File: config.mk
export PLATFORM = sky130hd
export DESIGN_NAME = approx_mac_top
export DESIGN_NICKNAME = d
export VERILOG_FILES = /design/src/source/mac_data_pkg.sv /design/src/source/mac_op_pkg.sv /design/src/source/approx_mac_top.sv /design/src/source/approx_mul_33.sv /design/src/source/err_monitor.sv /design/src/source/mac_accum.sv /design/src/source/mac_ctrl.sv
export VERILOG_INCLUDE_DIRS = /design/src /design/src/source
export SDC_FILE = /design/constraint.sdc
export NUM_CORES = 2
export LEC_CHECK = 0
export ABC_AREA = 1
export ABC_CLOCK_PERIOD_IN_PS = 6010
export CAP_MARGIN = 5
export CORE_ASPECT_RATIO = 0.9
export CORE_MARGIN = 1
export CORE_UTILIZATION = 45
export CTS_CLUSTER_SIZE = 8
export DETAILED_ROUTE_END_ITERATION = 8
export DONT_BUFFER_PORTS = 1
export PLACE_DENSITY = 0.56
export SLEW_MARGIN = 20
export SYNTH_ARGS = -nofsm -noshare
export SYNTH_HDL_FRONTEND = slang
export SYNTH_SLANG_ARGS = --single-unit
File: constraint.sdc
create_clock -name clk -period 6.01 [get_ports clk]
set_input_delay 1.202 -clock clk [delete_from_list [all_inputs] [get_ports clk]]
set_output_delay 1.202 -clock clk [all_outputs]
set_load 0.01 [all_outputs]
File: src/source/mac_defs.svh
`ifndef MAC_DEFS_SVH
`define MAC_DEFS_SVH

// signed operand width, fixed by the approximate multiplier
`define MAC_OPND_W 16

// full product width
`define MAC_PROD_W 32

// accumulator width, wraps modulo 2^40
`define MAC_ACC_W 40

// error sum width, room for 2^16 worst-case errors
`define MAC_ERR_W 48

`endif

File: src/source/mac_data_pkg.sv
`default_nettype none

`include "mac_defs.svh"

package mac_data_pkg;

    typedef struct packed {
        logic signed [`MAC_PROD_W-1:0] approx; // from approx_mul_33
        logic signed [`MAC_PROD_W-1:0] exact;
    } prod_pair_t;

    typedef struct packed {
        logic signed [`MAC_ACC_W-1:0] acc;
        logic [`MAC_ERR_W-1:0]        err_sum;
        logic [`MAC_PROD_W-1:0]       err_max;
        logic [`MAC_PROD_W-1:0]       approx_cnt; // approx macs since clear
    } mac_result_t;

endpackage

`default_nettype wire

File: src/source/mac_op_pkg.sv
`default_nettype none

`include "mac_defs.svh"

package mac_op_pkg;

    typedef enum logic [1:0] {
        OP_CLEAR      = 2'b00, // zero accumulator and statistics
        OP_MAC_APPROX = 2'b01,
        OP_MAC_EXACT  = 2'b10,
        OP_READ       = 2'b11  // return result
    } mac_op_e;

    typedef struct packed {
        mac_op_e                       op;
        logic signed [`MAC_OPND_W-1:0] a;
        logic signed [`MAC_OPND_W-1:0] b;
    } mac_cmd_t;

    typedef struct packed {
        logic    valid;
        mac_op_e op;
    } mac_tag_t;

endpackage

`default_nettype wire

File: src/source/approx_mac_top.sv
`default_nettype none

`include "mac_defs.svh"

module approx_mac_top (
    input  wire                         clk,
    input  wire                         arst_n,
    input  wire mac_op_pkg::mac_cmd_t   cmd,
    input  wire                         cmd_valid,
    output logic                        cmd_ready,
    output mac_data_pkg::mac_result_t   result,
    output logic                        result_valid,
    input  wire                         result_ready
);

    mac_op_pkg::mac_tag_t         s1_tag;
    mac_op_pkg::mac_tag_t         s2_tag;
    mac_data_pkg::prod_pair_t     pair;
    logic [`MAC_PROD_W-1:0]       approx;
    logic signed [`MAC_ACC_W-1:0] acc;
    logic [`MAC_ERR_W-1:0]        err_sum;
    logic [`MAC_PROD_W-1:0]       err_max;
    logic [`MAC_PROD_W-1:0]       approx_cnt;

    mac_ctrl mac_ctrl_i (
        .clk          (clk),
        .arst_n       (arst_n),
        .cmd_valid    (cmd_valid),
        .cmd_ready    (cmd_ready),
        .cmd_op       (cmd.op),
        .s1_tag       (s1_tag),
        .s2_tag       (s2_tag),
        .result_valid (result_valid),
        .result_ready (result_ready)
    );

    approx_mul_33 approx_mul_33_i (
        .x (cmd.a),
        .y (cmd.b),
        .z (approx)
    );

    err_monitor err_monitor_i (
        .clk        (clk),
        .arst_n     (arst_n),
        .a          (cmd.a),
        .b          (cmd.b),
        .approx     (approx),
        .s1_tag     (s1_tag),
        .s2_tag     (s2_tag),
        .pair       (pair),
        .err_sum    (err_sum),
        .err_max    (err_max),
        .approx_cnt (approx_cnt)
    );

    mac_accum mac_accum_i (
        .clk    (clk),
        .arst_n (arst_n),
        .s2_tag (s2_tag),
        .pair   (pair),
        .acc    (acc)
    );

    // stable while result_valid, no command reaches the stages then
    assign result.acc        = acc;
    assign result.err_sum    = err_sum;
    assign result.err_max    = err_max;
    assign result.approx_cnt = approx_cnt;

endmodule

`default_nettype wire

File: src/source/approx_mul_33.sv
`default_nettype none

`include "mac_defs.svh"

module approx_mul_33 (
    input  wire signed [`MAC_OPND_W-1:0] x,
    input  wire signed [`MAC_OPND_W-1:0] y,
    output logic [`MAC_PROD_W-1:0]       z
);

    logic [`MAC_OPND_W-1:0][`MAC_OPND_W-1:0] pp; // baugh-wooley rows
    logic [20:0] c0;
    logic [20:0] c1;
    logic [20:0] c2;
    logic [20:0] c3;

    always_comb begin
        for (int i = 0; i < 15; i++) begin
            pp[i] = {~(y[15] & x[i]), y[14:0] & {15{x[i]}}}; // sign term inverted
        end
        pp[15] = {y[15] & x[15], ~(y[14:0] & {15{x[15]}})};
    end

    // rows 0 to 5 folded into four sparse rows, columns 0 to 3 dropped
    always_comb begin
        c0 = '0;
        c1 = '0;
        c2 = '0;
        c3 = '0;

        c0[4]  = pp[0][4] ^ pp[1][3];
        c0[5]  = pp[0][4] & pp[1][3];
        c0[7]  = pp[0][7] ^ pp[1][6];
        c0[8]  = pp[0][7] | pp[1][6];  // or in place of carry
        c0[9]  = pp[0][8] & pp[1][7];
        c0[11] = pp[0][11] ^ pp[1][10];
        c0[12] = pp[0][11] & pp[1][10];
        c0[13] = pp[0][12] & pp[1][11];
        c0[16] = ~pp[1][15];           // half adder with row 0 correction one
        c0[17] = pp[1][15];
        c0[18] = pp[2][15] & pp[3][14];
        c0[19] = pp[4][14] & pp[5][13];
        c0[20] = pp[4][15] & pp[5][14];

        c1[7]  = pp[4][3] ^ pp[5][2];
        c1[8]  = pp[4][4] ^ pp[5][3];
        c1[9]  = pp[0][9] ^ pp[1][8];
        c1[11] = pp[2][8] & pp[3][7];
        c1[13] = pp[2][11] ^ pp[3][10];
        c1[16] = pp[4][12] ^ pp[5][11];
        c1[17] = pp[2][14] & pp[3][13];
        c1[18] = pp[3][15];
        c1[19] = pp[4][15] ^ pp[5][14];
        c1[20] = pp[5][15];

        c2[9]  = pp[4][5] ^ pp[5][4];
        c2[13] = pp[4][9] ^ pp[5][8];
        c2[17] = pp[2][15] ^ pp[3][14];
        c2[18] = pp[4][13] | pp[5][12];

        c3[18] = pp[4][14] ^ pp[5][13];
    end

    always_comb begin
        z = {1'b1, pp[15], 15'b0}; // top row plus correction one at bit 31
        for (int i = 6; i < 15; i++) begin
            z = z + ({16'b0, pp[i]} << i);
        end
        z = z + {11'b0, c0} + {11'b0, c1} + {11'b0, c2} + {11'b0, c3};
    end

endmodule

`default_nettype wire

File: src/source/err_monitor.sv
`default_nettype none

`include "mac_defs.svh"

module err_monitor (
    input  wire                          clk,
    input  wire                          arst_n,
    input  wire signed [`MAC_OPND_W-1:0] a,
    input  wire signed [`MAC_OPND_W-1:0] b,
    input  wire [`MAC_PROD_W-1:0]        approx,
    input  wire mac_op_pkg::mac_tag_t    s1_tag,
    input  wire mac_op_pkg::mac_tag_t    s2_tag,
    output mac_data_pkg::prod_pair_t     pair,
    output logic [`MAC_ERR_W-1:0]        err_sum,
    output logic [`MAC_PROD_W-1:0]       err_max,
    output logic [`MAC_PROD_W-1:0]       approx_cnt
);

    logic signed [`MAC_PROD_W-1:0] exact;
    logic [`MAC_PROD_W:0]          diff; // one extra bit for sign
    logic [`MAC_PROD_W-1:0]        abs_err;

    assign exact   = a * b;
    assign diff    = {pair.approx[`MAC_PROD_W-1], pair.approx}
                   - {pair.exact[`MAC_PROD_W-1], pair.exact};
    assign abs_err = diff[`MAC_PROD_W] ? (~diff[`MAC_PROD_W-1:0] + 1'b1)
                                       : diff[`MAC_PROD_W-1:0];

    always_ff @(posedge clk or negedge arst_n) begin
        if (!arst_n) begin
            pair <= '0;
        end else if (s1_tag.valid) begin
            pair.approx <= approx;
            pair.exact  <= exact;
        end
    end

    always_ff @(posedge clk or negedge arst_n) begin
        if (!arst_n) begin
            err_sum    <= '0;
            err_max    <= '0;
            approx_cnt <= '0;
        end else if (s2_tag.valid) begin
            case (s2_tag.op)
                mac_op_pkg::OP_CLEAR: begin
                    err_sum    <= '0;
                    err_max    <= '0;
                    approx_cnt <= '0;
                end
                mac_op_pkg::OP_MAC_APPROX: begin
                    err_sum    <= err_sum + {{(`MAC_ERR_W-`MAC_PROD_W){1'b0}}, abs_err};
                    approx_cnt <= approx_cnt + 1'b1;
                    if (abs_err > err_max) err_max <= abs_err;
                end
                default: ;
            endcase
        end
    end

    assert property (@(posedge clk) disable iff (!arst_n)
        !(s2_tag.valid && s2_tag.op == mac_op_pkg::OP_CLEAR) |=> err_sum >= $past(err_sum));

endmodule

`default_nettype wire

File: src/source/mac_accum.sv
`default_nettype none

`include "mac_defs.svh"

module mac_accum (
    input  wire                           clk,
    input  wire                           arst_n,
    input  wire mac_op_pkg::mac_tag_t     s2_tag,
    input  wire mac_data_pkg::prod_pair_t pair,
    output logic signed [`MAC_ACC_W-1:0]  acc
);

    logic signed [`MAC_PROD_W-1:0] prod;
    logic signed [`MAC_ACC_W-1:0]  prod_ext;

    assign prod     = (s2_tag.op == mac_op_pkg::OP_MAC_EXACT) ? pair.exact : pair.approx;
    assign prod_ext = {{(`MAC_ACC_W-`MAC_PROD_W){prod[`MAC_PROD_W-1]}}, prod};

    always_ff @(posedge clk or negedge arst_n) begin
        if (!arst_n) begin
            acc <= '0;
        end else if (s2_tag.valid) begin
            case (s2_tag.op)
                mac_op_pkg::OP_CLEAR:      acc <= '0;
                mac_op_pkg::OP_MAC_APPROX,
                mac_op_pkg::OP_MAC_EXACT:  acc <= acc + prod_ext; // wraps, no saturation
                default: ;
            endcase
        end
    end

endmodule

`default_nettype wire

File: src/source/mac_ctrl.sv
`default_nettype none

module mac_ctrl (
    input  wire                  clk,
    input  wire                  arst_n,
    input  wire                  cmd_valid,
    output logic                 cmd_ready,
    input  wire mac_op_pkg::mac_op_e cmd_op,
    output mac_op_pkg::mac_tag_t s1_tag,
    output mac_op_pkg::mac_tag_t s2_tag,
    output logic                 result_valid,
    input  wire                  result_ready
);

    typedef enum logic [1:0] {
        IDLE,
        DRAIN,
        RESP
    } state_e;

    state_e state;
    state_e state_nxt;
    logic   accept;

    assign cmd_ready    = (state == IDLE);
    assign accept       = cmd_valid && cmd_ready;
    assign result_valid = (state == RESP);

    // reads never enter the datapath stages
    assign s1_tag.valid = accept && (cmd_op != mac_op_pkg::OP_READ);
    assign s1_tag.op    = cmd_op;

    always_comb begin
        state_nxt = state;
        case (state)
            IDLE:    if (accept && cmd_op == mac_op_pkg::OP_READ) state_nxt = DRAIN;
            DRAIN:   if (!s1_tag.valid && !s2_tag.valid) state_nxt = RESP;
            RESP:    if (result_ready) state_nxt = IDLE;
            default: state_nxt = IDLE;
        endcase
    end

    always_ff @(posedge clk or negedge arst_n) begin
        if (!arst_n) begin
            state  <= IDLE;
            s2_tag <= '0;
        end else begin
            state  <= state_nxt;
            s2_tag <= s1_tag;
        end
    end

    // result only shows once the pipeline is empty
    assert property (@(posedge clk) disable iff (!arst_n)
        $rose(result_valid) |-> !s1_tag.valid && !s2_tag.valid);

    // no command slips in between a read and its result transfer
    assert property (@(posedge clk) disable iff (!arst_n)
        accept && cmd_op == mac_op_pkg::OP_READ |=>
            !cmd_ready until_with (result_valid && result_ready));

endmodule

`default_nettype wire

==> metrics <==
Final setup viols 0; setup slack, reg-to-reg approximately 450 ps; hold_buf cts 0; xor/xnor cell area share of the yosys netlist 2.34%; RSZ-0062 raised after global routing yes; Post-synth EDFFs 0; minimum clock period around 5800 ps; most common cell after layout, fill and taps aside nand2_1; average size of a mapped cell between 7 and 8 sq um; starting DRC count in detailed routing 1851; DRC violations left 0; final hold vios 0; WP data required 6500 ps; Max Clk Rate approximately 0.17 GHz; crit share post-route a little over nine tenths; synthesis-to-layout area growth 11.7%; post-synthesis cell count 4632; post-layout util 50.9%; Worst Tran Pin Value about 910 ps; CP Class in -> reg; vias per cell 5.07; Yosys top cell by area fa_1; drt wl/cell roughly 18 um; worst hold path class in -> async; Hold Slack 319 ps; Die Y 261 um; most frequent cells in the layout nand2_1 (1095), inv_1 (1031), fa_1 (384); slew margin rel. 38.4%; Post-Synth Simple-Gate Area 22.4%; largest net degree at the start of global routing 218; warnings from Yosys 0; CTS Buf Count 31; first-pass GRT wire length 161000 um; FF+latch count, synth 217; post-synth top area share a little under a quarter; vias in the first global route 29100; status completed; CP dominant cell by count fa_1; clock skew approximately 37 ps; post-route ant nets 0; I/O pin count between 150 and 200; crit start category input port; post-synthesis mux area share 0%; initial antenna violation count 1; ratio of cells with drive above 1 in the final layout 9.25%; Worst Path Max Fanout 16; GR Overflow Total 0; clock-pin slew on the worst setup and hold paths 60 ps; hpwl dp 85600 um; family with the most delay on the worst path adder cells; Die W 289 um; 1st-pass router iterations 6; sequential area share after synthesis between 10% and 20%; RR Endpoint err_monitor_i.err_max[7]$_DFFE_PN0P_; Post-Synth Adder-Cell Area 35.1%; Synth Cell Area 0.0335 sq mm; CTS max path bufs 3; predominant post-synthesis flop cell dfrtp_1; crit path DAT 6320 ps; CP bufs+invs 5; critical path capture point type flip-flop; IO buf count 0; Pins Over Slew Limit 0; clk sinks 217; CTS H-tree depth 1; Routability Congestion 0.970; Starting Density 45.6%; worst skew pair latency 610 ps; CP peak stage delay 550 ps; row count 94; max cap viols 0; Total GRT Usage 27.3%; post-synthesis compound-gate area fraction between 10% and 20%; layout net count ~5500; synth top area cells fa_1 (23%), dfrtp_1 (16%), nand2_1 (13%); CTS tree built; reg2reg path depth 25; Vias 29100; core area 0.0734 sq mm; fraction of registers with async set/reset 100%; count of different cell masters after synthesis 54; Worst path slowest cell fa_1; largest family of logic cells by synthesized area adder cells; Die ar. around 0.075 sq mm; syn_nets 5373; Root Driver clkbuf_16; reg2reg start err_monitor_i.pair[37]$_DFFE_PN0P_; DRT Wirelength 102000 um
metal layers:
metal,vias up,share of wire [%],track usage (%)
li1,14600,-,-
met1,13700,48,39.0
met2,683,45,44.1
met3,110,5.1,3.23
met4,0,2.1,5.98
met5,-,0,0
sequential cells by signal, indices dropped and copies added (netlist names):
register,count
err_monitor_i.err_max,32
err_monitor_i.pair,60
err_monitor_i.approx_cnt,32
mac_ctrl_i.s2_tag,3
mac_ctrl_i.state,2
err_monitor_i.err_sum,48
mac_accum_i.acc,40
cells in the mapped netlist, types with 4 or more instances:
master	instances
clkbuf_1	103
nand3_1	177
inv_2	5
o21bai_1	16
o21a_1	14
xnor2_1	33
o211ai_1	8
xor2_1	47
a21oi_1	252
fa_1	391
a32o_1	5
o22ai_1	7
nor3_2	6
a21boi_0	11
nand2_2	7
o31ai_1	19
a22o_1	4
o21ai_0	231
buf_6	4
ha_1	312
a211oi_1	4
a21o_1	19
buf_1	4
nor2_2	9
or2_2	23
nand3b_1	6
dfrtp_1	217
inv_1	1054
a31oi_1	33
nand4_1	61
nor4_1	14
o21ai_1	4
nor3_1	46
buf_2	5
nor2_1	323
and2_1	8
nand2_1	1119
worst max-delay path by stage:
stage / cells past startpoint / from / slack (ps) / endpoint
after floorplan: 26 / cmd[31] / -300 / err_monitor_i.pair[28]$_DFFE_PN0P_
after global placement: 25 / cmd[15] / -520 / err_monitor_i.pair[28]$_DFFE_PN0P_
after detailed placement: 25 / cmd[15] / -550 / err_monitor_i.pair[28]$_DFFE_PN0P_
after CTS: 25 / cmd[15] / 100 / err_monitor_i.pair[28]$_DFFE_PN0P_
after global routing: 25 / cmd[15] / -110 / err_monitor_i.pair[28]$_DFFE_PN0P_
final: 25 / cmd[15] / 180 / err_monitor_i.pair[28]$_DFFE_PN0P_
per-stage QoR:
stage / setup WS, ps / instance area (sq um) / setup TNS [ps] / cells
3_3_place_gp: -515 / 36400 / -7030 / 5712
2_1_floorplan: -296 / 34500 / -2200 / 4632
3_5_place_dp: -554 / 36400 / -7430 / 5712
5_1_grt: -110 / 37400 / -163 / 5751
4_1_cts: 102 / 37300 / 0 / 5748
6_report: 179 / 37400 / 0 / 5752
layout make-up:
class / instances / area, sq um
clock buffer: 35 / 821
timing repair buffer: 240 / 1820
inverter: 1061 / 4000
sequential: 217 / 5430
multi-input combinational: 3237 / 24100
antenna: 1 / 2.50
clock inverter: 1 / 20.0
tap: 960 / 1200
fill: 7474 / 36000
worst register-to-register path: stages, from the launching register on:
cell and delay (ps):
dfrtp_1 470, ha_1 540, nand2_1 120, nor2_1 290, nand2_1 130, nand2_1 190, nand3_1 150, nand4_1 120
nand2_1 190, nor2_1 240, nand2_1 110, nor2_1 170, nand3_1 90, nand2_1 60, nand2_1 70, a21boi_0 670
ha_1 220, nand2_1 70, nor2_1 150, nand4_1 190, nor3_1 330, nand4_1 190, nand3_1 260, nand2_1 80
buf_4 230, o21ai_0 190
what timing repair did:
| item | in CTS | in global routing |
|---|---|---|
| buffers inserted | 0 | 3 |
| endpoints found under the hold margin | 0 | 0 |
| setup endpoints to repair | 0 | 9 |
| resized for setup | 0 | 27 |
cells by family after synthesis:
kind of cell	Yosys count
AND/OR/NAND/NOR	1811
flip-flops	217
AO/OA/AOI/OAI	638
adder cells (fa/ha/maj)	703
XOR/XNOR	85
buffers and inverters	1178
Power is left out: the tool's default activity adds up to more than one toggle a clock period on the data nets, which glitch-free logic cannot reach.
